<file path="src/rtl/rx_mem_pkg.sv">
package rx_mem_pkg;

  // --------------------------------------------------
  // Buffer geometry
  // --------------------------------------------------

  // Word address width, 1024 words of packet storage
  localparam int RAM_ADDR_WIDTH = 10;
  localparam int RAM_DEPTH      = 1 << RAM_ADDR_WIDTH;

  localparam int RAM_WORD_BITS  = 64;
  localparam int WORD_BYTES     = RAM_WORD_BITS / 8;

  typedef logic [RAM_ADDR_WIDTH-1:0] ram_addr_t;

  // --------------------------------------------------
  // Buffer word
  // --------------------------------------------------

  // Byte index 7 is the top byte, so big-endian byte n
  // lives at bytes[7 - n]
  typedef union packed {
    logic [RAM_WORD_BITS-1:0]   word;
    logic [WORD_BYTES-1:0][7:0] bytes;
  } ram_word_t;

endpackage

</file>
<file path="src/rtl/rx_fifo_loader.sv">
`timescale 1ns/1ps

module rx_fifo_loader (
  input  logic                                 i_clk,
  input  logic                                 i_areset,
  input  logic                                 i_start,
  input  logic                                 i_fifo_empty,
  input  logic [rx_mem_pkg::RAM_WORD_BITS-1:0] i_fifo_data,
  output logic                                 o_fifo_rd_en,
  output logic                                 o_packet_read,
  output logic                                 o_done,
  output logic                                 o_wr_en,
  output rx_mem_pkg::ram_addr_t                o_wr_addr,
  output rx_mem_pkg::ram_word_t                o_wr_data
);

  import rx_mem_pkg::*;

  logic      active_q;
  ram_addr_t addr_q;
  logic      end_q;
  logic      pop;

  // FWFT FIFO, the head word is valid whenever it is not empty
  assign pop = active_q && !i_fifo_empty;

  assign o_fifo_rd_en   = pop;
  assign o_wr_en        = pop;
  assign o_wr_addr      = addr_q;
  assign o_wr_data.word = i_fifo_data;

  // Packet read pulse doubles as the done strobe to the controller
  assign o_packet_read = end_q;
  assign o_done        = end_q;

  always_ff @(posedge i_clk or posedge i_areset) begin
    if (i_areset) begin
      active_q <= 1'b0;
      addr_q   <= '0;
      end_q    <= 1'b0;
    end else begin
      end_q <= 1'b0;
      if (i_start) begin
        // Every packet starts at word 0
        active_q <= 1'b1;
        addr_q   <= '0;
      end else if (pop) begin
        addr_q <= addr_q + ram_addr_t'(1);
      end else if (active_q) begin
        // FIFO drained, packet is complete
        active_q <= 1'b0;
        end_q    <= 1'b1;
      end
    end
  end

endmodule

</file>
<file path="config.mk">
export PLATFORM = sky130hd
export DESIGN_NAME = rx_fifo_loader
export DESIGN_NICKNAME = d
export VERILOG_FILES = /design/src/rtl/rx_mem_pkg.sv /design/src/rtl/rx_fifo_loader.sv
export SDC_FILE = /design/constraint.sdc
export NUM_CORES = 1
export LEC_CHECK = 0
export BUFFER_PORTS_ARGS = -buffer_cell sky130_fd_sc_hd__buf_2
export CAP_MARGIN = 20
export CORE_AREA = 2 2 65 67
export CTS_BUF_LIST = sky130_fd_sc_hd__clkbuf_8 sky130_fd_sc_hd__clkbuf_16
export CTS_CLUSTER_DIAMETER = 150
export DETAILED_ROUTE_END_ITERATION = 8
export DIE_AREA = 0 0 67 69
export GPL_TIMING_DRIVEN = 0
export HOLD_SLACK_MARGIN = 0.02
export PLACE_DENSITY = 0.83
export SLEW_MARGIN = 25
export SYNTH_ARGS = -nofsm -noshare
export SYNTH_HDL_FRONTEND = slang
export SYNTH_SLANG_ARGS = --single-unit
export TNS_END_PERCENT = 50
</file>
<file path="constraint.sdc">
create_clock -name i_clk -period 1.5 [get_ports i_clk]
set_clock_uncertainty 0.05 [all_clocks]
set_input_delay 0.225 -clock i_clk [delete_from_list [all_inputs] [get_ports i_clk]]
set_output_delay 0.225 -clock i_clk [all_outputs]
set_load 0.02 [all_outputs]
</file>
; ---- Word level (Yosys, flattened, before mapping)
; Cells that the tools add are included.
[word_totals]
reg_bits = 12
input_bits = 68
out_inout_bits = 78
[op_classes]
eq_ne = 1
n_addsub = 1
n_reduce_logical = 3
mux = 7
[op_table]
columns = operator, count
row1 = 10-bit two-way mux, 2
row2 = "10-bit by 1-bit adder with 10-bit output, second input constant", 1
row3 = 1-bit two-way mux, 5
row4 = "2-bit inequality test, second input constant", 1
row5 = 2-bit nonzero test, 1
row6 = 1-bit logical AND, 1
row7 = 1-bit logical NOT, 1

; ---- Longest topological paths before layout
[logic_depth]
depth_word = 4
depth_mapped = 4
mapped_depth_nobuf = 4

; ---- Worst setup path after synthesis
; OpenSTA, ideal clock, no wires.
[synth_timing]
path_type = flip-flop to flip-flop
from = register addr_q[0], in the netlist o_wr_addr[0]
to = register addr_q[8], in the netlist o_wr_addr[8]
setup_time_ps = 78
synth_period_minus_slack_ps = 1594
stages_incl_launch_ff = 5
t_arrival_ps = 1466
t_required_ps = 1372
slack_ps = -94
path_cell_list = dfrtp_1 -> ha_1 -> nand3b_2 -> or4_1 -> a21oi_1
[synth_between]
elab_chain_cells = 3
[synth_lines]
columns = element, line
row1 = "start, declared", rx_fifo_loader.sv:20  ; ram_addr_t addr_q;
row2 = "start signal, assigned", rx_fifo_loader.sv:48  ; addr_q <= addr_q + ram_addr_t'(1);
row3 = 10-bit by 1-bit adder with 10-bit output, rx_fifo_loader.sv:48
row4 = 10-bit two-way mux, rx_fifo_loader.sv:47  ; end else if (pop) begin
row5 = 10-bit two-way mux, rx_fifo_loader.sv:43  ; if (i_start) begin
; Every way passes these cells. The select of a mux whose other input is x is not followed.
; A chain may end at the register's enable or synchronous reset.

; ---- Final worst setup path
[layout_timing]
from = register addr_q[1], in the netlist o_wr_addr[1]
to = register addr_q[8], in the netlist o_wr_addr[8]
; Same word-level chain as after synthesis.

==> results.py <==
metrics = {
    "run_status": {
        "status": "complete, no violations",
    },
    "sta": {
        "fin_crit_sh": 1.00,
        "rsz0062_at_grt": "true",
        "min_period_ns": 1.50,
        "holdWs_ns": 0.109,
        "final-hold-violation-count": 0,
        "max_freq_mhz": 667,
        "finalSetupViolCount": 0,
        "slew_viol_final": 0,
        "tightest_slew_ns": 0.484,
        "relSlewSlack": 0.677,
    },
    "worst_setup_path": {
        "rr_startpoint": "o_wr_addr[1]",
        "critPathKind": "flip-flop to flip-flop",
        "crit_slowest_cell": "or4_1",
        "crit_chain": "ha_4 > nand3b_2 > or4_1 > a21oi_1",
        "arrival_ns": 1.62,
        "critPathMaxFanout": 7,
        "r2r_end": "o_wr_addr[8]",
        "endpoint": "o_wr_addr[8]",
        "crit_path_end_kind": "flip-flop",
        "reg2reg_depth": 4,
        "rrSetupSlack_ns": 0.0005,
        "cp.required_ns": 1.62,
        "cp-startpoint": "o_wr_addr[1]",
        "start_kind": "flip-flop",
        "critPathBufInv": 0,
        "cp_slowest_stage_delay_ns": 0.53,
        "cp.depth": 4,
        "cp_top_family": "simple AND/OR/NAND/NOR gates",
    },
    "power_and_ir_drop": {
        "leakagePower_nw": 0.941,
        "clkPwrFrac": 0.288,
        "pwr-share-seq": 0.325,
        "peakVddDrop_mv": 0.386,
        "pwr_density_cell_nw_per_um2": 646,
        "power_frac_comb": 0.387,
        "power.switching_mw": 0.341,
        "p_int_mw": 0.717,
        "finalPower_mw": 1.06,
        "switching_share": 0.322,
    },
    "synth": {
        "synth_common_cells": "buf_4, dfrtp_1, a21oi_1",
        "yosysTopAreaCell": "buf_4",
        "synth_nets": 190,
        "yosysWarningCount": 0,
        "ys_top_cells_by_area": "buf_4, dfrtp_1, a21oi_1, o31ai_1, or4_1",
        "syn_area_sq_um": 1070,
        "ys_ff_latch": 12,
        "yosys.cell_types.count": 21,
        "ys.flop_type": "dfrtp_1",
        "post-synth-top-count-cell": "buf_4",
        "synth_top_cell_area_share": 0.463,
        "yosysSeqAreaShare": 0.281,
        "async_reset_ff_frac": 1.00,
        "synth_edf_count": 0,
        "syn_area_per_cell_sq_um": 8.84,
        "syn_inst": 121,
    },
    "clocking": {
        "numCtsBuffers": 3,
        "cts_buffer_depth": 2,
        "path_clk_slew_ns": 0.05,
        "h-tree-depth": 1,
        "clkLatencyLatePin_ns": 0.24,
        "cts_tree": "built",
        "cts.sinks": 12,
        "cts_root_buffer": "clkbuf_8",
    },
    "floorplanning": {
        "rows": 23,
        "fp.dieArea_sq_um": 4620,
        "die_h_um": 69,
        "start_util": 0.273,
        "ios": 146,
        "fp.coreArea_sq_um": 3910,
        "die_x_um": 67,
    },
    "place": {
        "dp_cells": 252,
        "place_area_sq_um": 1550,
        "place_congestion": 0.712,
        "hpwl_um": 2090,
        "io_buffer_count": 81,
    },
    "finish": {
        "syn_to_final_growth_pct": 53.1,
        "post-route-util": 0.418,
        "antenna_cells": 0,
        "stdcell_count": 260,
        "nets": 280,
        "fin_area_sq_um": 1640,
        "drive_gt1_frac": 0.767,
    },
    "job": {
        "cap_viol_max_count": 0,
    },
    "grt": {
        "grt-ovfl-total": 0,
        "grt_usage": 0.0983,
        "grt_antenna_before_repair": 0,
        "grt_pass1_vias": 914,
        "grt_pass1_wl_um": 3710,
        "grt_max_degree": 13,
    },
    "routing": {
        "wl_per_cell_um": 9.79,
        "post-route-drc-count": 0,
        "drt_iter0_markers": 13,
        "drt-vias-per-instance": 3.95,
        "vias": 1028,
        "routed_wl_um": 2550,
        "antenna_left": 0,
        "firstDrtPassIters": 4,
    },
    "min_path": {
        "min_path_type": "input port to flip-flop",
        "min-delay-start": "i_start",
    },
}
-- sequential cells by signal, indices dropped and copies added, names as in the netlist --
register,flops
active_q,1
o_wr_addr,10
o_done,1
-- power by group through the flow --
stage               logic [mW]  registers [mW]  clock network (mW)
finish                   0.409           0.344               0.305
global route             0.439           0.345               0.323
CTS                      0.413           0.343               0.310
detailed placement       0.399           0.351                   0
global placement         0.393           0.350                   0
floorplan                0.291           0.357                   0
-- routing by layer --
metal | vias to the layer above | routed length [um] | GRT usage
met5 | - | 0 | 0
met4 | 0 | 27 | 0.0340
met3 | 2 | 343 | 0.0179
met2 | 82 | 1270 | 0.184
met1 | 435 | 899 | 0.106
li1 | 509 | - | -
-- placed cells by master (no fill, tap or decap), drive strengths merged --
| cell type | instances |
|---|---|
| a21oi | 7 |
| and2b | 1 |
| buf | 150 |
| clkbuf | 4 |
| dfrtp | 12 |
| dlygate4sd3 | 1 |
| ha | 1 |
| inv | 4 |
| mux2i | 1 |
| nand2 | 3 |
| nand3 | 2 |
| nand3b | 1 |
| nand4 | 1 |
| nand4b | 1 |
| nor2 | 4 |
| o21ai | 3 |
| o31ai | 4 |
| or2 | 1 |
| or3 | 3 |
| or4 | 4 |
| xnor2 | 2 |
-- cell families after synthesis --
family	share of synthesized area
buf+inv	0.477
simple gates	0.130
compound gates	0.0748
flops	0.281
xor+xnor	0.0164
mux	0.00936
fa+ha+maj	0.0117
-- worst min-delay path by stage --
stage                   end  cells past startpoint
3_5_place_dp   o_wr_addr[3]                      2
4_1_cts        o_wr_addr[7]                      2
3_3_place_gp       active_q                      2
2_1_floorplan      active_q                      1
5_1_grt        o_wr_addr[7]                      2
6_report       o_wr_addr[7]                      2
-- stage by stage --
step	setup slack (ns)	setup TNS (ns)
finish	0.000464	0
global placement	0.0281	0
global route	-0.0556	-0.188
detailed placement	-0.00352	-0.00352
floorplan	0.00934	0
CTS	0.000985	0
-- repair_timing --
action,4_1_cts,5_1_grt
setup endpoints to repair,2,4
pin swaps,0,0
resized for setup,0,1
hold endpoints to repair,12,0
hold buffers,1,0
buffers inserted,3,0
-- layout make-up --
class                   instances  area (sq um)
plain buffers                  67           499
repair buffers                 85           438
inverters                       3          11.3
multi-input cells              39           279
clock inverters                 1          3.75
flip-flops and latches         12           303
well taps                      50          62.6
fillers                       408          2280
clock buffers                   3          41.3
(Power assumes the default switching activity.)
