### config.mk
export PLATFORM = sky130hd
export DESIGN_NAME = rx_buffer_ctrl_flat
export DESIGN_NICKNAME = d
export VERILOG_FILES = /design/src/rtl/rx_mem_pkg.sv /design/src/rtl/rx_access_pkg.sv /design/src/rtl/rx_read_if.sv /design/src/rtl/rx_buffer_ctrl.sv /design/src/flat_wrapper.sv
export SDC_FILE = /design/constraint.sdc
export NUM_CORES = 1
export LEC_CHECK = 0
export ABC_AREA = 1
export ABC_CLOCK_PERIOD_IN_PS = 1000
export BUFFER_PORTS_ARGS = -buffer_cell sky130_fd_sc_hd__buf_4
export CAP_MARGIN = 20
export CORE_AREA = 10 10 47 49
export DETAILED_ROUTE_END_ITERATION = 8
export DIE_AREA = 0 0 57 59
export PLACE_DENSITY = 0.6
export SLEW_MARGIN = 40
export SYNTH_ARGS = -nofsm -noshare
export SYNTH_HDL_FRONTEND = slang
export SYNTH_SLANG_ARGS = --single-unit
### constraint.sdc
create_clock -name i_clk -period 1 [get_ports i_clk]
set_input_delay 0 -clock i_clk [delete_from_list [all_inputs] [get_ports i_clk]]
set_output_delay 0 -clock i_clk [all_outputs]
set_load 0.02 [all_outputs]
### src/rtl/rx_mem_pkg.sv
package rx_mem_pkg;

  // --------------------------------------------------
  // Buffer geometry
  // --------------------------------------------------

  // Word address width, 1024 words of packet storage
  localparam int RAM_ADDR_WIDTH = 10;
  localparam int RAM_DEPTH      = 1 << RAM_ADDR_WIDTH;

  localparam int RAM_WORD_BITS  = 64;
  localparam int WORD_BYTES     = RAM_WORD_BITS / 8;

  typedef logic [RAM_ADDR_WIDTH-1:0] ram_addr_t;

  // --------------------------------------------------
  // Buffer word
  // --------------------------------------------------

  // Byte index 7 is the top byte, so big-endian byte n
  // lives at bytes[7 - n]
  typedef union packed {
    logic [RAM_WORD_BITS-1:0]   word;
    logic [WORD_BYTES-1:0][7:0] bytes;
  } ram_word_t;

endpackage

### src/rtl/rx_access_pkg.sv
package rx_access_pkg;

  // --------------------------------------------------
  // Access port address layout
  // --------------------------------------------------

  // Byte address is the word address followed by a byte offset
  localparam int BYTE_OFF_WIDTH    = 3;
  localparam int ACCESS_ADDR_WIDTH = rx_mem_pkg::RAM_ADDR_WIDTH + BYTE_OFF_WIDTH;

  typedef logic [BYTE_OFF_WIDTH-1:0] byte_off_t;

  // Read size codes, 4 to 7 are not accepted
  typedef enum logic [2:0] {
    SIZE_8  = 3'd0,
    SIZE_16 = 3'd1,
    SIZE_32 = 3'd2,
    SIZE_64 = 3'd3
  } access_size_e;

  // --------------------------------------------------
  // Controller states
  // --------------------------------------------------

  typedef enum logic [2:0] {
    IDLE            = 3'd0,
    LOAD            = 3'd1,
    READ_WAIT       = 3'd2,
    READ_LAST       = 3'd3,
    READ_FIRST_WAIT = 3'd4,
    READ_FIRST      = 3'd5,
    READ_SECOND     = 3'd6
  } ctrl_state_e;

endpackage

### src/rtl/rx_read_if.sv
`timescale 1ns/1ps

// Read sequencing between the controller and the extractor
interface rx_read_if;

  logic accept;
  logic next_word;
  logic capture_first;
  logic finish;
  // Request spans two RAM words, from the live request inputs
  logic two_words;

  modport ctrl (
    output accept,
    output next_word,
    output capture_first,
    output finish,
    input  two_words
  );

  modport extract (
    input  accept,
    input  next_word,
    input  capture_first,
    input  finish,
    output two_words
  );

endinterface

### src/rtl/rx_buffer_ctrl.sv
`timescale 1ns/1ps

module rx_buffer_ctrl (
  input  logic                        i_clk,
  input  logic                        i_areset,
  input  logic                        i_packet_available,
  input  logic                        i_fifo_empty,
  input  logic                        i_rd_en,
  input  rx_access_pkg::access_size_e i_wordsize,
  input  logic                        i_load_done,
  output logic                        o_load_start,
  output logic                        o_wait,
  output logic                        o_rd_dv,
  rx_read_if.ctrl                     rd
);

  import rx_access_pkg::*;

  ctrl_state_e state_q;
  ctrl_state_e state_d;
  logic        wait_q;
  logic        rd_dv_q;
  logic        load_req;
  logic        accept;
  logic        finish;

  // --------------------------------------------------
  // Arbitration, a load wins over a read
  // --------------------------------------------------

  assign load_req = (state_q == IDLE) && i_packet_available && !i_fifo_empty;
  assign accept   = (state_q == IDLE) && !load_req && !wait_q && i_rd_en &&
                    (i_wordsize <= SIZE_64);
  assign finish   = (state_q == READ_LAST) || (state_q == READ_SECOND);

  assign o_load_start     = load_req;
  assign rd.accept        = accept;
  assign rd.next_word     = (state_q == READ_FIRST_WAIT);
  assign rd.capture_first = (state_q == READ_FIRST);
  assign rd.finish        = finish;

  assign o_wait  = wait_q;
  assign o_rd_dv = rd_dv_q;

  always_comb begin
    state_d = state_q;
    case (state_q)
      IDLE: begin
        if (load_req) begin
          state_d = LOAD;
        end else if (accept) begin
          // Spanning reads need one more RAM word
          state_d = rd.two_words ? READ_FIRST_WAIT : READ_WAIT;
        end
      end
      LOAD:            state_d = i_load_done ? IDLE : LOAD;
      READ_WAIT:       state_d = READ_LAST;
      READ_FIRST_WAIT: state_d = READ_FIRST;
      READ_FIRST:      state_d = READ_SECOND;
      default:         state_d = IDLE;
    endcase
  end

  // --------------------------------------------------
  // State and access port flags
  // --------------------------------------------------

  always_ff @(posedge i_clk or posedge i_areset) begin
    if (i_areset) begin
      state_q <= IDLE;
      wait_q  <= 1'b0;
      rd_dv_q <= 1'b0;
    end else begin
      state_q <= state_d;
      rd_dv_q <= finish;
      if (accept) begin
        wait_q <= 1'b1;
      end else if (finish) begin
        wait_q <= 1'b0;
      end
    end
  end

endmodule

### src/flat_wrapper.sv
// flat-port wrapper written by rule: the top's interface ports become plain ports
module rx_buffer_ctrl_flat import rx_access_pkg::*;
  (i_clk, i_areset, i_packet_available, i_fifo_empty, i_rd_en, i_wordsize, i_load_done, o_load_start, o_wait, o_rd_dv, rd_accept, rd_next_word, rd_capture_first, rd_finish, rd_two_words);
  rx_read_if rd_i ();
  input  logic i_clk;
  input  logic i_areset;
  input  logic i_packet_available;
  input  logic i_fifo_empty;
  input  logic i_rd_en;
  input  rx_access_pkg::access_size_e i_wordsize;
  input  logic i_load_done;
  output logic o_load_start;
  output logic o_wait;
  output logic o_rd_dv;
  output wire logic [$bits(rd_i.accept)-1:0] rd_accept;
  output wire logic [$bits(rd_i.next_word)-1:0] rd_next_word;
  output wire logic [$bits(rd_i.capture_first)-1:0] rd_capture_first;
  output wire logic [$bits(rd_i.finish)-1:0] rd_finish;
  input wire logic [$bits(rd_i.two_words)-1:0] rd_two_words;
  assign rd_accept = rd_i.accept;
  assign rd_next_word = rd_i.next_word;
  assign rd_capture_first = rd_i.capture_first;
  assign rd_finish = rd_i.finish;
  assign rd_i.two_words = rd_two_words;
  rx_buffer_ctrl u_core (.i_clk(i_clk), .i_areset(i_areset), .i_packet_available(i_packet_available), .i_fifo_empty(i_fifo_empty), .i_rd_en(i_rd_en), .i_wordsize(i_wordsize), .i_load_done(i_load_done), .o_load_start(o_load_start), .o_wait(o_wait), .o_rd_dv(o_rd_dv), .rd(rd_i));
endmodule
# [After elaboration in Yosys (flattened, before gate mapping)]
# Cells that the tools add are included.
[totals] in_bits=10 regBits=5 word_cells=30 out_inout_bits=7
[op_classes] n_eq_ne=7 order_cmp=1 n_reduce_logical=12 n_mux=7
[ops] operator="case mux 3 bit (5 select lines)" n=1
[ops] operator="== test 3 bit, second input constant" n=3
[ops] operator="2-to-1 mux 3 bit" n=3
[ops] operator="== test 3 x 2 -> 1 bit, second input constant" n=2
[ops] operator="logical AND 1 bit" n=6
[ops] operator="== test 3 x 1 -> 1 bit, second input constant" n=1
[ops] operator="less-or-equal comparator 3 x 2 -> 1 bit, second input constant" n=1
[ops] operator="logical NOT 1 bit" n=3
[ops] operator="logical NOT 3 bit" n=1
[ops] operator="2-to-1 mux 1 bit" n=3
[ops] operator="!= test 3 x 2 -> 1 bit, second input constant" n=1
[ops] operator="nonzero test 2 bit" n=1
[ops] operator="logical OR 1 bit" n=1

# [Logic depth before layout (Yosys ltp)]
# Gate-level depths: netlist of the first run.
[depth] ltp_word=11 depth_mapped=5 depth_no_buf=5

# [Worst setup path after synthesis of the first run]
# OpenSTA, ideal clock, no wires.
[synth_path] path_type="register to output" start="register u_core.state_q[0]" end="output rd_accept" path_buffers=0 t_required_ps=1000 t_arrival_ps=1000 path_slack_ps=0 stages_incl_launch_ff=4 cell_sequence="dfrtp_1 > nor2_4 > nand3_2 > nor2_1"
[synth_between] elab_chain_cells=8
[synth_rtl] item="start, declared" line_no="rx_buffer_ctrl.sv:19" rtl="ctrl_state_e state_q;"
[synth_rtl] item="start signal, assigned" line_no="rx_buffer_ctrl.sv:74" rtl="state_q <= state_d;"
[synth_rtl] item="logical NOT 3 bit *" line_no="rx_buffer_ctrl.sv:31, rx_buffer_ctrl.sv:32"
[synth_rtl] item="logical AND 1 bit (2 in series)" line_no="rx_buffer_ctrl.sv:31" rtl="assign load_req = (state_q == IDLE) && i_packet_available && !i_fifo_empty;"
[synth_rtl] item="logical NOT 1 bit" line_no="rx_buffer_ctrl.sv:32" rtl="assign accept = (state_q == IDLE) && !load_req && !wait_q && i_rd_en &&"
[synth_rtl] item="logical AND 1 bit * (4 in series)" line_no="rx_buffer_ctrl.sv:32"
[synth_rtl] item="end, declared" line_no="flat_wrapper.sv:15" rtl="output wire logic [$bits(rd_i.accept)-1:0] rd_accept;"
# Every way passes the cells marked *; elsewhere a longest branch is shown, timed or not.

# [Worst setup path after layout of the first run]
[layout_path] start="register u_core.state_q[0]" end="output rd_finish"
[layout_between] elab_chain_cells=2 elab_cells_between_ends=3 cone_classes="eq/ne: 2; reduce/logical: 1"
[layout_rtl] item="== test 3 x 2 -> 1 bit or == test 3 bit (tied branches)" line_no="rx_buffer_ctrl.sv:34" rtl="assign finish = (state_q == READ_LAST) || (state_q == READ_SECOND);"
[layout_rtl] item="logical OR 1 bit *" line_no="rx_buffer_ctrl.sv:34"
[layout_rtl] item="end, declared" line_no="flat_wrapper.sv:18" rtl="output wire logic [$bits(rd_i.finish)-1:0] rd_finish;"
# Marked as above.

==> impl_metrics.tcl, run 1 <==
set metrics [dict create \
    setup_viol 10 \
    synth_area_sq_um 304 \
    required_ns 1.00 \
    synth_top_family_by_area "simple AND/OR/NAND/NOR gates" \
    cts_buffer_depth 2 \
    fp.dieW_um 57 \
    timing.fmax_mhz 849 \
    area_delta_synth_final_pct 86.8 \
    finalWorstSetupSlack_ns -0.178 \
    reg2reg_depth 5 \
    post-place-ws_ns -0.0143 \
    clockRootBuffer "clkbuf_4" \
    cp-startpoint "u_core.state_q[0]$_DFFE_PP0P_" \
    grt_pass1_wl_um 1580 \
    fin_cells 85 \
    hold_depth 3 \
    synth_cell_type_count 14 \
    arrival_ns 1.18 \
    insertion_delay_ns 0.25 \
    avgSynthCellArea_sq_um 7.24 \
    placedCellCount 74 \
    path_clk_slew_ns 0.05 \
    final_nets 80 \
    track_usage 0.0594 \
    leakagePower_nw 0.310 \
    core_sq_um 1400 \
    final_common_cell "buf_4" \
    drt-pass1-iter-count 4 \
    layout-drive-gt1-share 0.522 \
    hold_viol 0 \
    io-pin-count 17 \
    start_kind "flop" \
    synth_seq_area_share 0.412 \
    clock_skew_ns 0.00569 \
    synth_compound_area_frac 0.0864 \
    htree_num_levels 1 \
    grt_pass1_vias 383 \
    ant_nets 0 \
    synthXorXnorAreaFrac 0 \
    finalCritPeriodShare 1.18 \
    routabilityCongestion 0.750 \
    yosysWarnings 0 \
    setup_tns_ns -0.943 \
    hold_class "input pin to flop" \
    port_buffers 14 \
    grt_antenna_before_repair 0 \
    tightest_slew_ns 0.216 \
    outcome "finished with violations" \
    vias 366 \
    n_antenna_cell 0 \
    synth-seq-cells 5 \
    drc 0 \
    cts_tree "done" \
    crit_path_end_kind "primary output" \
    maxCapViolations 0 \
    regToRegStartpoint "u_core.state_q[0]$_DFFE_PP0P_" \
    r2r_setup_slack_ns -0.10 \
    syn_nets 52 \
    synth_mux_area_frac 0 \
    viasPerCell 4.31 \
    drt-total-wl_um 892 \
    dp_hpwl_um 681 \
    drt_iter0_markers 8 \
    rsz0062_at_grt "yes" \
    wl_per_cell_um 10.5 \
    dieArea_sq_um 3360 \
    overflow 0 \
    violations "negative setup slack" \
    r2r-end "u_core.state_q[2]$_DFFE_PP0P_" \
    clkSinkCount 5 \
    final_max_slew_viol_count 0 \
    synth_fa_ha_area_frac 0 \
    layout_common_cells "15 x buf_4, 10 x nand2_1, 7 x buf_6" \
    rows 14 \
    initial_utilization 0.217 \
    grt_start_max_net_pins 11 \
    ir_worst_vdd_v 0.000726 \
    fin_crit_ns 1.18 \
    holdPathEnd "u_core.state_q[2]$_DFFE_PP0P_" \
    worstSetupPathType "flop to primary output" \
    die_y_um 59 \
    power_density_nw_per_um2 2890 \
    postSynthCellCount 42 \
    critPathMaxFanout 6 \
    hp-start "rd_two_words" \
    slew_headroom 0.856 \
    numCtsBuffers 3 \
    synthSimpleGateAreaFrac 0.391 \
]
## what timing repair did
action	4_1_cts	5_1_grt
buffers inserted	4	2
setup endpoints to repair	7	9
pin swaps	7	3
gates resized for setup	7	7
hold buffers	1	0
hold endpoints to repair	5	0
## cell families (layout without fill, tap and decap cells)
family                 count (synthesis)  after routing
flip-flops                             5              5
AO/OA/AOI/OAI                          4              4
AND/OR/NAND/NOR                       24             24
buffers and inverters                  9             36
## area by class of cell
class | count | area [sq um]
fill | 151 | 833
timing repair buffer | 23 | 201
multi-input combinational | 28 | 161
sequential | 5 | 125
inverter | 9 | 33.8
clock buffer | 4 | 26.3
tap | 16 | 20.0
## per-stage QoR
step / power (mW) / hold WS [ns] / area (sq um) / util
after floorplan: 0.832 / -0.221 / 304 / -
after global placement: 1.10 / -0.0833 / 444 / 0.317
after detailed placement: 1.11 / -0.0726 / 444 / 0.317
after CTS: 1.54 / 0.0356 / 534 / 0.381
after global routing: 1.78 / 0.0659 / 568 / 0.405
final: 1.64 / 0.0318 / 568 / 0.405
## state kept, by name, summed over array words and instances (netlist names)
name and count:
u_core.o_rd_dv 1, u_core.o_wait 1, u_core.state_q 3
## cells in the mapped netlist
master,instances,area (sq um)
dfrtp_1,5,125
inv_1,8,30.0
o21ai_1,1,5.00
a21oi_2,1,8.76
nor2_2,1,6.26
a21oi_1,1,5.00
inv_2,1,3.75
nand2_1,10,37.5
nand3_2,1,10.0
nand4_1,4,25.0
nor2_1,5,18.8
o21bai_1,1,7.51
nor2_4,1,11.3
nand3_1,2,10.0
## critical path, stage by stage, from the launching register on
cell     delay [ns]
dfrtp_1        0.42
nor2_4         0.19
nor2_1         0.05
nand2_1        0.10
inv_2          0.05
buf_6          0.12
## report_power, final
group	leakage (nW)	internal (mW)	switching (mW)	total, mW
registers	0.0643	0.291	0.0736	0.364
clock network	0.0150	0.152	0.0956	0.247
logic	0.231	0.512	0.519	1.03
## per-layer routing
metal  GRT usage  vias up  part of all wire
met2       0.104       15              0.52
met3      0.0107        2             0.054
met4      0.0604        0             0.024
met5           0        -                 0
li1            -      189                 -
met1      0.0562      160              0.40
## worst max path at each step
stage | endpoint | slack [ns]
6_report | rd_finish | -0.18
5_1_grt | rd_accept | -0.26
4_1_cts | rd_finish | -0.17
3_5_place_dp | u_core.state_q[2]$_DFFE_PP0P_ | -0.01
3_3_place_gp | u_core.state_q[2]$_DFFE_PP0P_ | -0.004
2_1_floorplan | rd_accept | 0.00005
No activity file was read; power rests on OpenSTA's default activity.
==> run 2, diff against run 1 <==
ABC_CLOCK_PERIOD_IN_PS = unset   (was 1000)
CORE_AREA = 2 2 39 41   (was 10 10 47 49)
DIE_AREA = 0 0 41 43   (was 0 0 57 59)
PLACE_DENSITY = 0.58   (was 0.6)
clock period = 1.1 ns   (was 1 ns; I/O delays follow)
==> impl_metrics.tcl, run 2 (synthesis gave the netlist of run 1 again) <==
set metrics [dict create \
    port_buffers 14 \
    clockRootBuffer "clkbuf_4" \
    viasPerCell 4.35 \
    final_core_util 0.427 \
    arrival_ns 1.17 \
    cts_tree "done" \
    grt_start_max_net_pins 11 \
    leakagePower_nw 0.320 \
    track_usage 0.104 \
    path_clk_slew_ns 0.04 \
    dieArea_sq_um 1760 \
    final_nets 83 \
    power_frac_comb 0.637 \
    grt_antenna_before_repair 0 \
    fp.dieW_um 41 \
    maxCapViolations 0 \
    slew_headroom 0.874 \
    required_ns 1.10 \
    vias 383 \
    ant_nets 0 \
    worstSetupPathType "flop to primary output" \
    cts_buffer_depth 2 \
    switching_share 0.412 \
    area_delta_synth_final_pct 94.2 \
    hold_class "input pin to flop" \
    rsz0062_at_grt "yes" \
    rows 14 \
    core_sq_um 1380 \
    layout_common_cells "20 x buf_4, 8 x nand2_1, 5 x inv_1, 5 x buf_6" \
    fin_crit_ns 1.17 \
    top_register "u_core.state_q" \
    pwr-share-seq 0.225 \
    layout-drive-gt1-share 0.583 \
    dr_wl_met2_um 432 \
    finalPower_mw 1.54 \
    internal_power_uw 906 \
    power_frac_clock 0.138 \
    initial_utilization 0.220 \
    top_layer "met4" \
    timing.fmax_mhz 858 \
    numCtsBuffers 3 \
    drt-pass1-iter-count 1 \
    final_max_slew_viol_count 0 \
    clock_skew_ns 0.000774 \
    final_cell_area_sq_um 591 \
    finalCritPeriodShare 1.06 \
    placedInstanceArea_sq_um 444 \
    ir_worst_vdd_v 0.000767 \
    hold_viol 0 \
    wl_met3_um 39 \
    grt_pass1_wl_um 1170 \
    grt_pass1_vias 301 \
    n_antenna_cell 0 \
    setup_viol 3 \
    largest_reg_flops 3 \
    io-pin-count 17 \
    overflow 0 \
    dp_hpwl_um 504 \
    outcome "finished with violations" \
    power_density_nw_per_um2 2610 \
    final_common_cell "buf_4" \
    clkSinkCount 5 \
    drt_iter0_markers 0 \
    die_y_um 43 \
    insertion_delay_ns 0.24 \
    power.switching_uw 634 \
    htree_num_levels 1 \
    drc 0 \
    drt-total-wl_um 812 \
    wl_per_cell_um 9.23 \
    crit_path_end_kind "primary output" \
    violations "negative setup slack" \
    finalWorstSetupSlack_ns -0.0658 \
    start_kind "flop" \
    fill_cells 155 \
    tightest_slew_ns 0.189 \
    wl_met1_um 300 \
    routabilityCongestion 0.700 \
    critPathMaxFanout 5 \
]
## run 2: cell type report
cell class / instances / area [sq um] / share of cell area
Multi-Input combinational cell: 28 / 165 / 0.280
Timing Repair Buffer: 26 / 216 / 0.367
Tap cell: 16 / 20.0 / 0.0339
Clock buffer: 4 / 26.3 / 0.0445
Sequential cell: 5 / 126 / 0.214
Inverter: 9 / 36.3 / 0.0614
## run 2: worst max-delay path, stage by stage (launching register included)
cell and delay [ns]:
dfrtp_1 0.41, nor2_4 0.19, nand4_1 0.12, inv_1 0.09, buf_6 0.11
## run 2: power groups by stage
stage | clock (mW) | combinational, mW | sequential [mW]
5_1_grt | 0.228 | 1.06 | 0.357
2_1_floorplan | 0 | 0.373 | 0.384
4_1_cts | 0.221 | 0.814 | 0.343
3_5_place_dp | 0 | 0.664 | 0.339
3_3_place_gp | 0 | 0.660 | 0.335
6_report | 0.213 | 0.981 | 0.346
## run 2: per-layer routing
metal | track usage | up-vias
met1 | 0.134 | 175
met3 | 0.0157 | 4
met2 | 0.128 | 11
met4 | 0.120 | 0
li1 | - | 193
met5 | 0 | -
## run 2: path summary, 6_finish.rpt
kind | startpoint | to | slack, ns | cells after the start
setup / recovery | u_core.state_q[0]$_DFFE_PP0P_ | o_load_start | -0.07 | 4
hold / removal | i_load_done | u_core.state_q[0]$_DFFE_PP0P_ | 0.05 | 4
setup reg to reg | u_core.state_q[0]$_DFFE_PP0P_ | u_core.state_q[2]$_DFFE_PP0P_ | 0.01 | 5
hold reg to reg | u_core.o_wait$_DFFE_PP0P_ | u_core.o_wait$_DFFE_PP0P_ | 0.52 | 2
max in group asynchronous | i_areset | u_core.state_q[2]$_DFFE_PP0P_ | 0.70 | 3
min in group asynchronous | i_areset | u_core.state_q[0]$_DFFE_PP0P_ | 0.22 | 3
## run 2: timing repair
action | CTS | global route
setup endpoints to repair | 5 | 7
hold buffers | 1 | 0
hold endpoints to repair | 5 | 0
setup buffers | 4 | 5
pin swaps | 4 | 7
resized for setup | 9 | 7
## run 2: per-stage QoR
stage | TNS, ns | hold WS (ns) | cells | setup slack (ns)
6_report | -0.158 | 0.0464 | 88 | -0.0658
3_3_place_gp | 0 | -0.0868 | 74 | 0.0594
3_5_place_dp | 0 | -0.0856 | 74 | 0.0565
2_1_floorplan | 0 | -0.221 | 42 | 0.100
4_1_cts | -0.248 | 0.0410 | 83 | -0.0880
5_1_grt | -0.416 | 0.0619 | 88 | -0.127
