<file path="config.mk">
export PLATFORM = sky130hd
export DESIGN_NAME = rx_read_extract_flat
export DESIGN_NICKNAME = d
export VERILOG_FILES = /design/src/rtl/rx_mem_pkg.sv /design/src/rtl/rx_access_pkg.sv /design/src/rtl/rx_read_if.sv /design/src/rtl/rx_read_extract.sv /design/src/flat_wrapper.sv
export SDC_FILE = /design/constraint.sdc
export NUM_CORES = 1
export LEC_CHECK = 0
export BUFFER_PORTS_ARGS = -buffer_cell sky130_fd_sc_hd__buf_4
export CAP_MARGIN = 30
export CORE_UTILIZATION = 31
export DETAILED_ROUTE_END_ITERATION = 12
export PLACE_DENSITY = 0.45
export SLEW_MARGIN = 10
export SYNTH_ARGS = -nofsm -noshare
export SYNTH_HDL_FRONTEND = slang
export SYNTH_SLANG_ARGS = --single-unit
export TNS_END_PERCENT = 5
</file>
<file path="constraint.sdc">
create_clock -name i_clk -period 17.1 [get_ports i_clk]
set_input_delay 2.565 -clock i_clk [delete_from_list [all_inputs] [get_ports i_clk]]
set_output_delay 2.565 -clock i_clk [all_outputs]
set_load 0.1 [all_outputs]
</file>
<file path="src/rtl/rx_mem_pkg.sv">
package rx_mem_pkg;

  // --------------------------------------------------
  // Buffer geometry
  // --------------------------------------------------

  // Word address width, 1024 words of packet storage
  localparam int RAM_ADDR_WIDTH = 10;
  localparam int RAM_DEPTH      = 1 << RAM_ADDR_WIDTH;

  localparam int RAM_WORD_BITS  = 64;
  localparam int WORD_BYTES     = RAM_WORD_BITS / 8;

  typedef logic [RAM_ADDR_WIDTH-1:0] ram_addr_t;

  // --------------------------------------------------
  // Buffer word
  // --------------------------------------------------

  // Byte index 7 is the top byte, so big-endian byte n
  // lives at bytes[7 - n]
  typedef union packed {
    logic [RAM_WORD_BITS-1:0]   word;
    logic [WORD_BYTES-1:0][7:0] bytes;
  } ram_word_t;

endpackage

</file>
<file path="src/rtl/rx_access_pkg.sv">
package rx_access_pkg;

  // --------------------------------------------------
  // Access port address layout
  // --------------------------------------------------

  // Byte address is the word address followed by a byte offset
  localparam int BYTE_OFF_WIDTH    = 3;
  localparam int ACCESS_ADDR_WIDTH = rx_mem_pkg::RAM_ADDR_WIDTH + BYTE_OFF_WIDTH;

  typedef logic [BYTE_OFF_WIDTH-1:0] byte_off_t;

  // Read size codes, 4 to 7 are not accepted
  typedef enum logic [2:0] {
    SIZE_8  = 3'd0,
    SIZE_16 = 3'd1,
    SIZE_32 = 3'd2,
    SIZE_64 = 3'd3
  } access_size_e;

  // --------------------------------------------------
  // Controller states
  // --------------------------------------------------

  typedef enum logic [2:0] {
    IDLE            = 3'd0,
    LOAD            = 3'd1,
    READ_WAIT       = 3'd2,
    READ_LAST       = 3'd3,
    READ_FIRST_WAIT = 3'd4,
    READ_FIRST      = 3'd5,
    READ_SECOND     = 3'd6
  } ctrl_state_e;

endpackage

</file>
<file path="src/rtl/rx_read_if.sv">
`timescale 1ns/1ps

// Read sequencing between the controller and the extractor
interface rx_read_if;

  logic accept;
  logic next_word;
  logic capture_first;
  logic finish;
  // Request spans two RAM words, from the live request inputs
  logic two_words;

  modport ctrl (
    output accept,
    output next_word,
    output capture_first,
    output finish,
    input  two_words
  );

  modport extract (
    input  accept,
    input  next_word,
    input  capture_first,
    input  finish,
    output two_words
  );

endinterface

</file>
<file path="src/rtl/rx_read_extract.sv">
`timescale 1ns/1ps

module rx_read_extract (
  input  logic                                        i_clk,
  input  logic                                        i_areset,
  input  logic [rx_access_pkg::ACCESS_ADDR_WIDTH-1:0] i_addr,
  input  rx_access_pkg::access_size_e                 i_wordsize,
  output rx_mem_pkg::ram_addr_t                       o_rd_addr,
  input  rx_mem_pkg::ram_word_t                       i_rd_data,
  output logic [rx_mem_pkg::RAM_WORD_BITS-1:0]        o_rd_data,
  rx_read_if.extract                                  rd
);

  import rx_mem_pkg::*;
  import rx_access_pkg::*;

  ram_addr_t                rd_addr_q;
  logic                     two_q;
  byte_off_t                off_q;
  access_size_e             size_q;
  ram_word_t                first_q;
  logic [4:0]               span_end;
  logic [3:0]               n_bytes;
  logic [RAM_WORD_BITS-1:0] result;

  // Spans two words when offset plus size runs past byte 8
  assign span_end     = 5'(i_addr[BYTE_OFF_WIDTH-1:0]) + 5'(4'd1 << i_wordsize);
  assign rd.two_words = (span_end > 5'd8);

  assign o_rd_addr = rd_addr_q;
  assign n_bytes   = 4'd1 << size_q;

  always_ff @(posedge i_clk or posedge i_areset) begin
    if (i_areset) begin
      rd_addr_q <= '0;
      two_q     <= 1'b0;
    end else if (rd.accept) begin
      rd_addr_q <= i_addr[ACCESS_ADDR_WIDTH-1:BYTE_OFF_WIDTH];
      two_q     <= rd.two_words;
    end else if (rd.next_word) begin
      rd_addr_q <= rd_addr_q + ram_addr_t'(1);
    end
  end

  // --------------------------------------------------
  // Byte selection
  // --------------------------------------------------

  // Bytes 0..7 of the stream come from the first word, 8..15 from
  // the second; single-word reads only touch the first half
  always_comb begin
    ram_word_t  hi_word;
    logic [3:0] pos;
    int         slot;
    hi_word = two_q ? first_q : i_rd_data;
    result  = '0;
    for (int i = 0; i < WORD_BYTES; i++) begin
      pos  = 4'(off_q) + 4'(i);
      slot = int'(n_bytes) - 1 - i;
      if (slot >= 0) begin
        if (pos[3]) begin
          result[8*slot +: 8] = i_rd_data.bytes[3'd7 - pos[2:0]];
        end else begin
          result[8*slot +: 8] = hi_word.bytes[3'd7 - pos[2:0]];
        end
      end
    end
  end

  // Request details and result
  always_ff @(posedge i_clk) begin
    if (rd.accept) begin
      off_q  <= i_addr[BYTE_OFF_WIDTH-1:0];
      size_q <= i_wordsize;
    end
    if (rd.capture_first) begin
      first_q <= i_rd_data;
    end
    if (rd.finish) begin
      o_rd_data <= result;
    end
  end

endmodule

</file>
<file path="src/flat_wrapper.sv">
// flat-port wrapper written by rule: the top's interface ports become plain ports
module rx_read_extract_flat import rx_mem_pkg::*; import rx_access_pkg::*;
  (i_clk, i_areset, i_addr, i_wordsize, o_rd_addr, i_rd_data, o_rd_data, rd_accept, rd_next_word, rd_capture_first, rd_finish, rd_two_words);
  rx_read_if rd_i ();
  input  logic i_clk;
  input  logic i_areset;
  input  logic [rx_access_pkg::ACCESS_ADDR_WIDTH-1:0] i_addr;
  input  rx_access_pkg::access_size_e i_wordsize;
  output rx_mem_pkg::ram_addr_t o_rd_addr;
  input  rx_mem_pkg::ram_word_t i_rd_data;
  output logic [rx_mem_pkg::RAM_WORD_BITS-1:0] o_rd_data;
  input wire logic [$bits(rd_i.accept)-1:0] rd_accept;
  input wire logic [$bits(rd_i.next_word)-1:0] rd_next_word;
  input wire logic [$bits(rd_i.capture_first)-1:0] rd_capture_first;
  input wire logic [$bits(rd_i.finish)-1:0] rd_finish;
  output wire logic [$bits(rd_i.two_words)-1:0] rd_two_words;
  assign rd_i.accept = rd_accept;
  assign rd_i.next_word = rd_next_word;
  assign rd_i.capture_first = rd_capture_first;
  assign rd_i.finish = rd_finish;
  assign rd_two_words = rd_i.two_words;
  rx_read_extract u_core (.i_clk(i_clk), .i_areset(i_areset), .i_addr(i_addr), .i_wordsize(i_wordsize), .o_rd_addr(o_rd_addr), .i_rd_data(i_rd_data), .o_rd_data(o_rd_data), .rd(rd_i));
endmodule
</file>
# Word-level counts from Yosys, hierarchy flattened
# Index checks and enable logic that the tools add are counted.
[op_classes]
n_reduce_logical = 1
muxes = 62
div_mod_pow = 0
n_lt_le_gt_ge = 17
n_eq_ne = 0
bitwise = 1
multipliers = 0
n_shift = 25
n_addsub = 33
[op_table]
columns = ["cell", "count"]
rows = [
  ["64-bit two-way mux", 16],
  ["8-bit by 33-bit indexed part select with 64-bit output", 15],
  ["64-bit bitwise mux", 14],
  ["8-bit by 33-bit variable shift with 64-bit output, first input constant", 8],
  ["8-bit binary-select mux with 3-bit select", 15],
  ["32-bit negator with 33-bit output", 7],
  ["32-bit by 1-bit greater-or-equal comparator with 1-bit output, second input constant", 7],
  ["8-bit two-way mux", 15],
  ["64-bit bitwise AND", 1],
  ["8-bit negator with 33-bit output", 1],
  ["3-bit by 4-bit less-than comparator with 1-bit output, second input constant", 8],
  ["3-bit subtractor, first input constant", 8],
  ["5-bit by 4-bit subtractor with 6-bit output, second input constant", 4],
  ["10-bit two-way mux", 2],
  ["3-bit by 3-bit adder with 4-bit output, second input constant", 4],
  ["5-bit by 3-bit subtractor with 6-bit output, second input constant", 2],
  ["10-bit by 1-bit adder with 10-bit output, second input constant", 1],
  ["3-bit by 2-bit adder with 4-bit output, second input constant", 2],
  ["5-bit by 2-bit subtractor with 6-bit output, second input constant", 1],
  ["3-bit by 5-bit adder with 5-bit output", 1],
  ["5-bit by 1-bit greater-or-equal comparator with 1-bit output, second input constant", 1],
  ["5-bit by 4-bit greater-than comparator with 1-bit output, second input constant", 1],
  ["1-bit by 3-bit << shifter with 5-bit output, first input constant", 1],
  ["4-bit by 1-bit subtractor with 5-bit output, second input constant", 1],
  ["3 further kinds", 3],
]
[word_totals]
n_memories = 0
inputBits = 86
rom_bits = 0
wordCells = 145
latch_bits = 0
out_inout_bits = 75
ram_bits = 0
register_bits = 145

# Longest topological paths before layout
# Gate-level depths: netlist of the first run.
[depth]
ltp_word = 27
mapped_depth = 32
ltp_nobuf = 22

# Worst setup path after synthesis of the first run
# Ideal clock, no wire load.
[synth_timing]
path_type = "input to output"
startpoint = "in i_wordsize[0]"
endpoint = "out rd_two_words"
t_arrival_ns = 5.783
path_buffers = 0
path_stages = 8
required_time_ns = 14.535
slack_ns = 8.752
path_cell_list = "nor3_1 ha_1 inv_1 fa_1 xor2_1 nand3b_1 nand2_1 o21ai_0"
[synth_via]
elab_chain_len = 3
[synth_rtl]
columns = ["item", "line_no", "source"]
rows = [
  ["start: declaration", "flat_wrapper.sv:8", "input rx_access_pkg::access_size_e i_wordsize;"],
  ["1-bit by 3-bit << shifter with 5-bit output", "rx_read_extract.sv:27", "assign span_end = 5'(i_addr[BYTE_OFF_WIDTH-1:0]) + 5'(4'd1 << i_wordsize);"],
  ["3-bit by 5-bit adder with 5-bit output", "rx_read_extract.sv:27", ""],
  ["5-bit by 4-bit greater-than comparator with 1-bit output", "rx_read_extract.sv:28", "assign rd.two_words = (span_end > 5'd8);"],
  ["end: declaration", "flat_wrapper.sv:16", "output wire logic [$bits(rd_i.two_words)-1:0] rd_two_words;"],
]
# No other way between the ends.

# Worst setup path in the final report of the first run
[layout_timing]
startpoint = "reg u_core.size_q[1]"
endpoint = "reg u_core.o_rd_data[22] (netlist bit) (data pin)"
[layout_via]
elab_chain_len = 27
word_cells_on_any_way = 78
cone_classes = "add/sub: 16; order compare: 8; shift: 24; mux: 29; bitwise: 1"
[layout_rtl]
columns = ["item", "line_no", "source"]
rows = [
  ["start: declaration", "rx_read_extract.sv:20", "access_size_e size_q;"],
  ["start signal: assignment", "rx_read_extract.sv:74", "size_q <= i_wordsize;"],
  ["1-bit by 3-bit << shifter with 4-bit output (*)", "rx_read_extract.sv:31", "assign n_bytes = 4'd1 << size_q;"],
  ["4-bit by 1-bit subtractor with 5-bit output (*)", "rx_read_extract.sv:59", "slot = int'(n_bytes) - 1 - i;"],
  ["branches (longest 24 deep; another with 32-bit negator with 33-bit output)", "n/a", ""],
  ["64-bit two-way mux (*)", "rx_read_extract.sv:60", "if (slot >= 0) begin"],
  ["via u_core.result[22]", "rx_read_extract.sv:24", "logic [RAM_WORD_BITS-1:0] result;"],
  ["end signal: assignment", "rx_read_extract.sv:80", "o_rd_data <= result;"],
  ["end: declaration", "rx_read_extract.sv:10", "output logic [rx_mem_pkg::RAM_WORD_BITS-1:0] o_rd_data,"],
]
# Mark *: on every way through the listed nets, which the timed path passes.
# A chain may end at the register's enable or synchronous reset.

==> flow_summary.toml, run 1 <==
[sta]
max_slew_margin_pct = 23.12
fin_crit_sh_pct = 50.98
hold_viol_final = 0
setup_tns_ns = 0
max_freq_ghz = 0.1147
setup_viol = 0
period_minus_slack_ns = 8.718
drv_slew = 0
clock_skew_ns = 0.02578
worst_pin_slew_ns = 1.144
rsz0062_at_grt = "no"
setup_ws_ns = 8.382

[clock_network]
cts_sinks = 145
ctsHtreeMaxLevel = 4
cts_made_buffers = 17
cts.path.max_buffers = 2
cts_tree = "done"
cts.root.buffer_cell = "clkbuf_16"
clk-insertion-delay-late_ns = 0.51
cts-resized-gates = 0
hold_buffers = 0
postCtsSetupBuffers = 0
cts.clk_slew.worst_paths_ns = 0.06

[worst_setup_path]
start_kind = "flop"
reg2reg_slack_ns = 8.38
crit_path_end_kind = "flop"
r2r-end = "u_core.o_rd_data[22]$_DFFE_PP_"
slowest_delay_ns = 0.84
critPathBufInv = 7
reg2reg_depth = 24
worstPathArrival_ns = 9.02
cp_cell_sequence = "buf_4 -> nor3_4 -> buf_4 -> inv_2 -> ha_1 -> buf_4 -> inv_1 -> nand2_1 -> nand2_1 -> inv_1 -> ha_1 -> nor2b_1 -> a21oi_1 -> inv_1 -> or3_1 -> ha_1 -> or4_1 -> nor4_1 -> o221ai_2 -> nand2b_1 -> nor3_1 -> a221o_1 -> o221ai_1 -> a221oi_1"
slowest_stage = "nor3_1"
path_delay_family = "simple AND/OR/NAND/NOR gates"
timing.rr.start = "u_core.size_q[1]$_DFFE_PP_"
cp_max_fo = 41
cp.required_ns = 17.40
crit_type = "flop to flop"

[power_and_ir_drop]
total_power_w = 0.001733
leakage_nw = 7.269
ir_drop_v = 0.00008122
p_per_area_nw_per_um2 = 83.69

[routing]
drtIter0Drc = 2131
drtPass1Iterations = 7
wl_per_cell_microns = 31.64
viasPerCell = 6.562
ant_nets = 0
wl_microns = 89480
vias = 18560
drc = 0

[min_path]
hold_path.class = "flop to flop"
hp-start = "u_core.o_rd_addr[9]$_DFFE_PP0P_"
whs_path_depth = 2
holdPathEnd = "u_core.o_rd_addr[9]$_DFFE_PP0P_"

[synthesis]
synth-main-ff-cell = "edfxtp_1"
yosysWarnings = 0
synthTopCellsByCount = "217 x nand2_1, 162 x mux4_2, 157 x nor2_1"
synth.area.top_cells = "edfxtp_1 22%, mux4_2 20%, ha_1 4.9%"
synth.distinct_cells = 103
ys_seq_elements = 145
synth_top_area_share_pct = 22.32
async_reset_ff_share_pct = 7.586
yosysSeqAreaShare_pct = 23.85
synth.cell_area_sq_um = 18020
synth_cells = 1931
synth_edf_count = 134
yosys.area.top_type = "edfxtp_1"
yosysMostFrequentCell = "nand2_1"
syn_avg_cell_area_sq_um = 9.334

[final_layout]
final_util_pct = 35.95
drive_above_1_share_pct = 24.84
fillers = 5937
syn_to_final_growth_pct = 14.86
layout.nets = 2205
final_cell_area_sq_um = 20700

[placed_design]
dp_hpwl_microns = 68810
gp_congestion = 1.041
port_buffers = 160
pre_cts_slack_ns = 8.700
place_area_sq_um = 20090

[die]
die_area_sq_um = 59110
die_h_microns = 243.1
start_util_pct = 31.30
core_area_sq_um = 57590
fp-row-count = 88
die_w_microns = 243.1
io_pins = 161

[outcome]
status = "finished, final reports clean"

[global_routing]
grt.overflow.total = 0
antenna_found_initial = 3
grt_pass1_vias = 17900
grt_pass1_wl_microns = 128700
grt.total_usage_pct = 30.06
grt_max_degree = 140

[flow_run]
maxCapViolCount = 0
## through the flow
stage | hold slack [ns] | instances
after detailed placement | 0.6197 | 2789
final | 0.6139 | 2828
after CTS | 0.6345 | 2821
after global routing | 0.6725 | 2826
after floorplan | 1.014 | 1932
after global placement | 0.6026 | 2780
## tightest hold or removal path, cell delays in order, from the launching register on
cell and delay (ns):
dfrtp_1 0.37, xor2_1 0.07, o21ai_0 0.14
## cell families after synthesis
| kind of cell | share of synthesized area, % |
|---|---|
| AO/OA/AOI/OAI | 18.85 |
| XOR/XNOR | 1.791 |
| adder cells (fa/ha/maj) | 4.970 |
| buffers and inverters | 4.443 |
| flip-flops | 23.85 |
| multiplexers | 23.56 |
| other | 0.02080 |
| AND/OR/NAND/NOR | 22.51 |
## how the worst max path moves through the flow
stage / startpoint / to / cells past startpoint
finish: u_core.size_q[1]$_DFFE_PP_ / u_core.o_rd_data[22]$_DFFE_PP_ / 24
global route: u_core.size_q[1]$_DFFE_PP_ / u_core.o_rd_data[22]$_DFFE_PP_ / 24
CTS: u_core.size_q[1]$_DFFE_PP_ / u_core.o_rd_data[22]$_DFFE_PP_ / 24
detailed placement: u_core.size_q[0]$_DFFE_PP_ / u_core.o_rd_data[22]$_DFFE_PP_ / 24
global placement: u_core.size_q[1]$_DFFE_PP_ / u_core.o_rd_data[22]$_DFFE_PP_ / 24
floorplan: i_wordsize[0] / rd_two_words / 8
## cell type report
class / instances / area (sq um) / share of cell area (%)
tap: 765 / 957.2 / 4.623
clock inverter: 15 / 135.1 / 0.6527
antenna: 2 / 5.005 / 0.02417
clock buffer: 17 / 425.4 / 2.055
multi-input combinational: 1614 / 13010 / 62.84
timing repair buffer: 226 / 1705 / 8.237
inverter: 44 / 165.2 / 0.7977
sequential: 145 / 4300 / 20.77
## where the power goes
part	total [W]	switching (W)	internal (W)
logic	0.000918	0.000630	0.000288
clock network	0.000380	0.000179	0.000201
registers	0.000434	0.0000225	0.000412
## flip-flops by register name (all words and copies together), names as in the netlist
name	flops
u_core.first_q	64
u_core.o_rd_addr	10
u_core.o_rd_data	64
u_core.off_q	3
u_core.size_q	3
u_core.two_q	1
## layout by cell type (no fill, tap or decap), drive strengths merged, types with 16 or more instances in the layout
master	instances
buf	226
nand2	219
mux4	162
nor2	158
edfxtp	134
a21oi	111
o21ai	107
nand3	84
ha	70
nor3	66
inv	49
nand2b	37
mux2i	35
o22ai	33
nor4	31
nand4	28
nor2b	26
a211oi	24
or2	23
mux2	22
a22oi	21
and2	19
o211ai	19
a221oi	19
xor2	18
clkbuf	17
or4	16
o221ai	16
## routing by layer
metal | global-route usage [%] | share of wire [%]
met4 | 14.04 | 5.0
met1 | 38.51 | 41
met2 | 48.79 | 47
met3 | 5.672 | 7.3
met5 | 0 | 0.028
Power figures use the tool's default switching activity.
==> inputs of run 2 (changes only) <==
--- a/config.mk
+++ b/config.mk
@@ -5,11 +5,12 @@
 export SDC_FILE = /design/constraint.sdc
 export NUM_CORES = 1
 export LEC_CHECK = 0
+export ABC_AREA = 1
 export BUFFER_PORTS_ARGS = -buffer_cell sky130_fd_sc_hd__buf_4
 export CAP_MARGIN = 30
 export CORE_UTILIZATION = 31
 export DETAILED_ROUTE_END_ITERATION = 12
-export PLACE_DENSITY = 0.45
+export PLACE_DENSITY = 0.46
 export SLEW_MARGIN = 10
 export SYNTH_ARGS = -nofsm -noshare
 export SYNTH_HDL_FRONTEND = slang
==> constraint.sdc (replaced) <==
create_clock -name i_clk -period 7.8 [get_ports i_clk]
set_input_delay 1.17 -clock i_clk [delete_from_list [all_inputs] [get_ports i_clk]]
set_output_delay 1.17 -clock i_clk [all_outputs]
set_load 0.1 [all_outputs]
==> flow_summary.toml, run 2 <==
[synthesis]
synth.distinct_cells = 69
synth.cell_area_sq_um = 19640
synth_edf_count = 134
synth-main-ff-cell = "edfxtp_1"
yosysMostFrequentCell = "nand2_1"
async_reset_ff_share_pct = 7.586
synth_cells = 3349
yosys.area.top_type = "nand2_1"
synthTopCellsByCount = "1123 x nand2_1, 389 x nand3_1, 294 x inv_1"
synth_top_area_share_pct = 21.47
yosysWarnings = 0
ys_seq_elements = 145
synth.area.top_cells = "nand2_1 21%, edfxtp_1 20%, nand3_1 9.9%"
syn_avg_cell_area_sq_um = 5.863
yosysSeqAreaShare_pct = 21.90

[worst_setup_path]
cp.required_ns = 8.07
crit_type = "flop to flop"
start_kind = "flop"
worstPathArrival_ns = 7.22
cp_max_fo = 16
crit_path_end_kind = "flop"

[global_routing]
grt_max_degree = 186
grt_pass1_wl_microns = 153800
antenna_found_initial = 3
grt_pass1_vias = 22310
grt.overflow.total = 0
grt.total_usage_pct = 33.26

[power_and_ir_drop]
ir_drop_v = 0.0001631
comb_power_share_pct = 52.7
total_power_w = 0.003924
leakage_nw = 10.20
p_per_area_nw_per_um2 = 176.7
p_int_w = 0.001851
p_sw_share_pct = 52.84
p_clk_share_pct = 23.7
power_frac_seq_pct = 23.6
p_switching_w = 0.002074

[die]
core_area_sq_um = 62170
die_h_microns = 253.7
die_w_microns = 253.7
io_pins = 161
die_area_sq_um = 64350
start_util_pct = 31.58
fp-row-count = 91

[sta]
fin_crit_sh_pct = 89.12
max_freq_ghz = 0.1439
max_slew_margin_pct = 22.44
drv_slew = 0
period_minus_slack_ns = 6.951
hold_viol_final = 0
rsz0062_at_grt = "no"
setup_tns_ns = 0
setup_viol = 0
worst_pin_slew_ns = 1.153
clock_skew_ns = 0.03943

[routing]
ant_nets = 0
met1_length_microns = 47820
vias = 23780
drtPass1Iterations = 7
wl_met3_microns = 8071
drc = 0
wl_met2_microns = 46960
wl_microns = 106900
wl_per_cell_microns = 25.05
drtIter0Drc = 2549
viasPerCell = 5.572
highest_layer = "met5"

[min_path]
hold_path.class = "flop to flop"

[final_layout]
n_antenna_cell = 0
final_common_cell = "nand2_1"
final_cell_mix = "1123 x nand2_1, 389 x nand3_1, 292 x inv_1"
fillers = 7073
drive_above_1_share_pct = 11.19
multi_input_area_sq_um = 13410
layout.nets = 3575
ff_latch_area_sq_um = 4300
final_cell_area_sq_um = 22210
syn_to_final_growth_pct = 13.09

[clock_network]
hold_buffers = 0
cts_sinks = 145
postCtsSetupBuffers = 0
cts_made_buffers = 17
cts.clk_slew.worst_paths_ns = 0.10
clk-insertion-delay-late_ns = 0.52
cts.path.max_buffers = 2
cts.root.buffer_cell = "clkbuf_16"
cts_tree = "done"
cts-resized-gates = 0
ctsHtreeMaxLevel = 4

[placed_design]
dp_hpwl_microns = 85810
port_buffers = 160
place_area_sq_um = 21590
gp_congestion = 1.050

[flow_run]
maxCapViolCount = 0

[outcome]
status = "finished, final reports clean"
==> run 2: cell types whose count changed after synthesis, moves of 38 or more <==
cell / delta
a21oi_1: +84
inv_1: +253
mux4_2: -162
nand2_1: +906
nand3_1: +306
nor2_1: +83
o21ai_0: +163
o21ai_1: +38
==> run 2: area by class of cell <==
cell class | instances | share of cell area, %
sequential | 145 | 19.37
clock buffer | 17 | 1.916
clock inverter | 15 | 0.8734
inverter | 334 | 5.680
timing repair buffer | 208 | 7.066
multi-input combinational | 2712 | 60.38
tap | 837 | 4.716
==> run 2: worst max-delay path, stage by stage (launching register included) <==
cell	delay, ns
edfxtp_1	0.63
nor3_1	0.42
inv_1	0.12
ha_1	0.75
inv_1	0.54
ha_1	0.36
inv_1	0.15
nor2_1	0.10
inv_1	0.14
nand2_1	0.15
inv_1	0.33
nand4_1	0.14
ha_1	0.33
nor4_1	0.43
nand3b_1	0.18
nor2_4	0.21
nand2_1	0.09
nor2_2	0.58
inv_1	0.36
nand2_1	0.15
nand2_1	0.07
nand2_1	0.08
nand2_1	0.06
a21boi_1	0.30
==> run 2: stage by stage <==
step	hold slack [ns]	cells	util (%)	setup slack (ns)
2_1_floorplan	0.8918	3350	-	2.464
3_3_place_gp	0.5401	4234	34.71	1.142
3_5_place_dp	0.5454	4236	34.72	1.101
4_1_cts	0.5622	4268	35.72	1.048
5_1_grt	0.5948	4268	35.72	0.3962
6_report	0.5543	4268	35.72	0.8485
==> run 2: cells by family (layout without fill, tap and decap cells) <==
logic type,count (synthesis),count (layout),synth area share (%)
buf+inv,493,574,9.903
flops,145,145,21.90
fa+ha+maj,71,71,4.563
compound gates,625,625,17.45
mux,8,8,0.4078
xor+xnor,21,21,1.243
other cells,1,2,0.01910
simple gates,1985,1985,44.52
==> run 2: path summary, 6_finish.rpt <==
check                                                       end  slack, ns  cells past startpoint                       startpoint
worst max-delay path             u_core.o_rd_data[33]$_DFFE_PP_       0.85                     23       u_core.size_q[2]$_DFFE_PP_
worst min-delay path            u_core.o_rd_addr[9]$_DFFE_PP0P_       0.55                      2  u_core.o_rd_addr[9]$_DFFE_PP0P_
worst max register to register   u_core.o_rd_data[33]$_DFFE_PP_       0.85                     23       u_core.size_q[2]$_DFFE_PP_
worst min register to register  u_core.o_rd_addr[9]$_DFFE_PP0P_       0.55                      2  u_core.o_rd_addr[9]$_DFFE_PP0P_
max in group asynchronous              u_core.two_q$_DFFE_PP0P_       6.77                      2                         i_areset
min in group asynchronous       u_core.o_rd_addr[5]$_DFFE_PP0P_       0.68                      2                         i_areset
==> run 2: power groups by stage <==
| stage | registers (W) | logic, W | clock network, W |
|---|---|---|---|
| 3_5_place_dp | 0.000943 | 0.00202 | 0 |
| 6_report | 0.000927 | 0.00207 | 0.000929 |
| 3_3_place_gp | 0.000943 | 0.00201 | 0 |
| 5_1_grt | 0.000932 | 0.00220 | 0.000972 |
| 2_1_floorplan | 0.00105 | 0.00112 | 0 |
| 4_1_cts | 0.000927 | 0.00202 | 0.000960 |
==> run 2: routing by layer <==
layer | vias to the layer above | GRT usage (%)
met3 | 168 | 6.002
met1 | 11300 | 44.82
met5 | - | 0
met2 | 1032 | 52.54
li1 | 11280 | -
met4 | 2 | 12.62
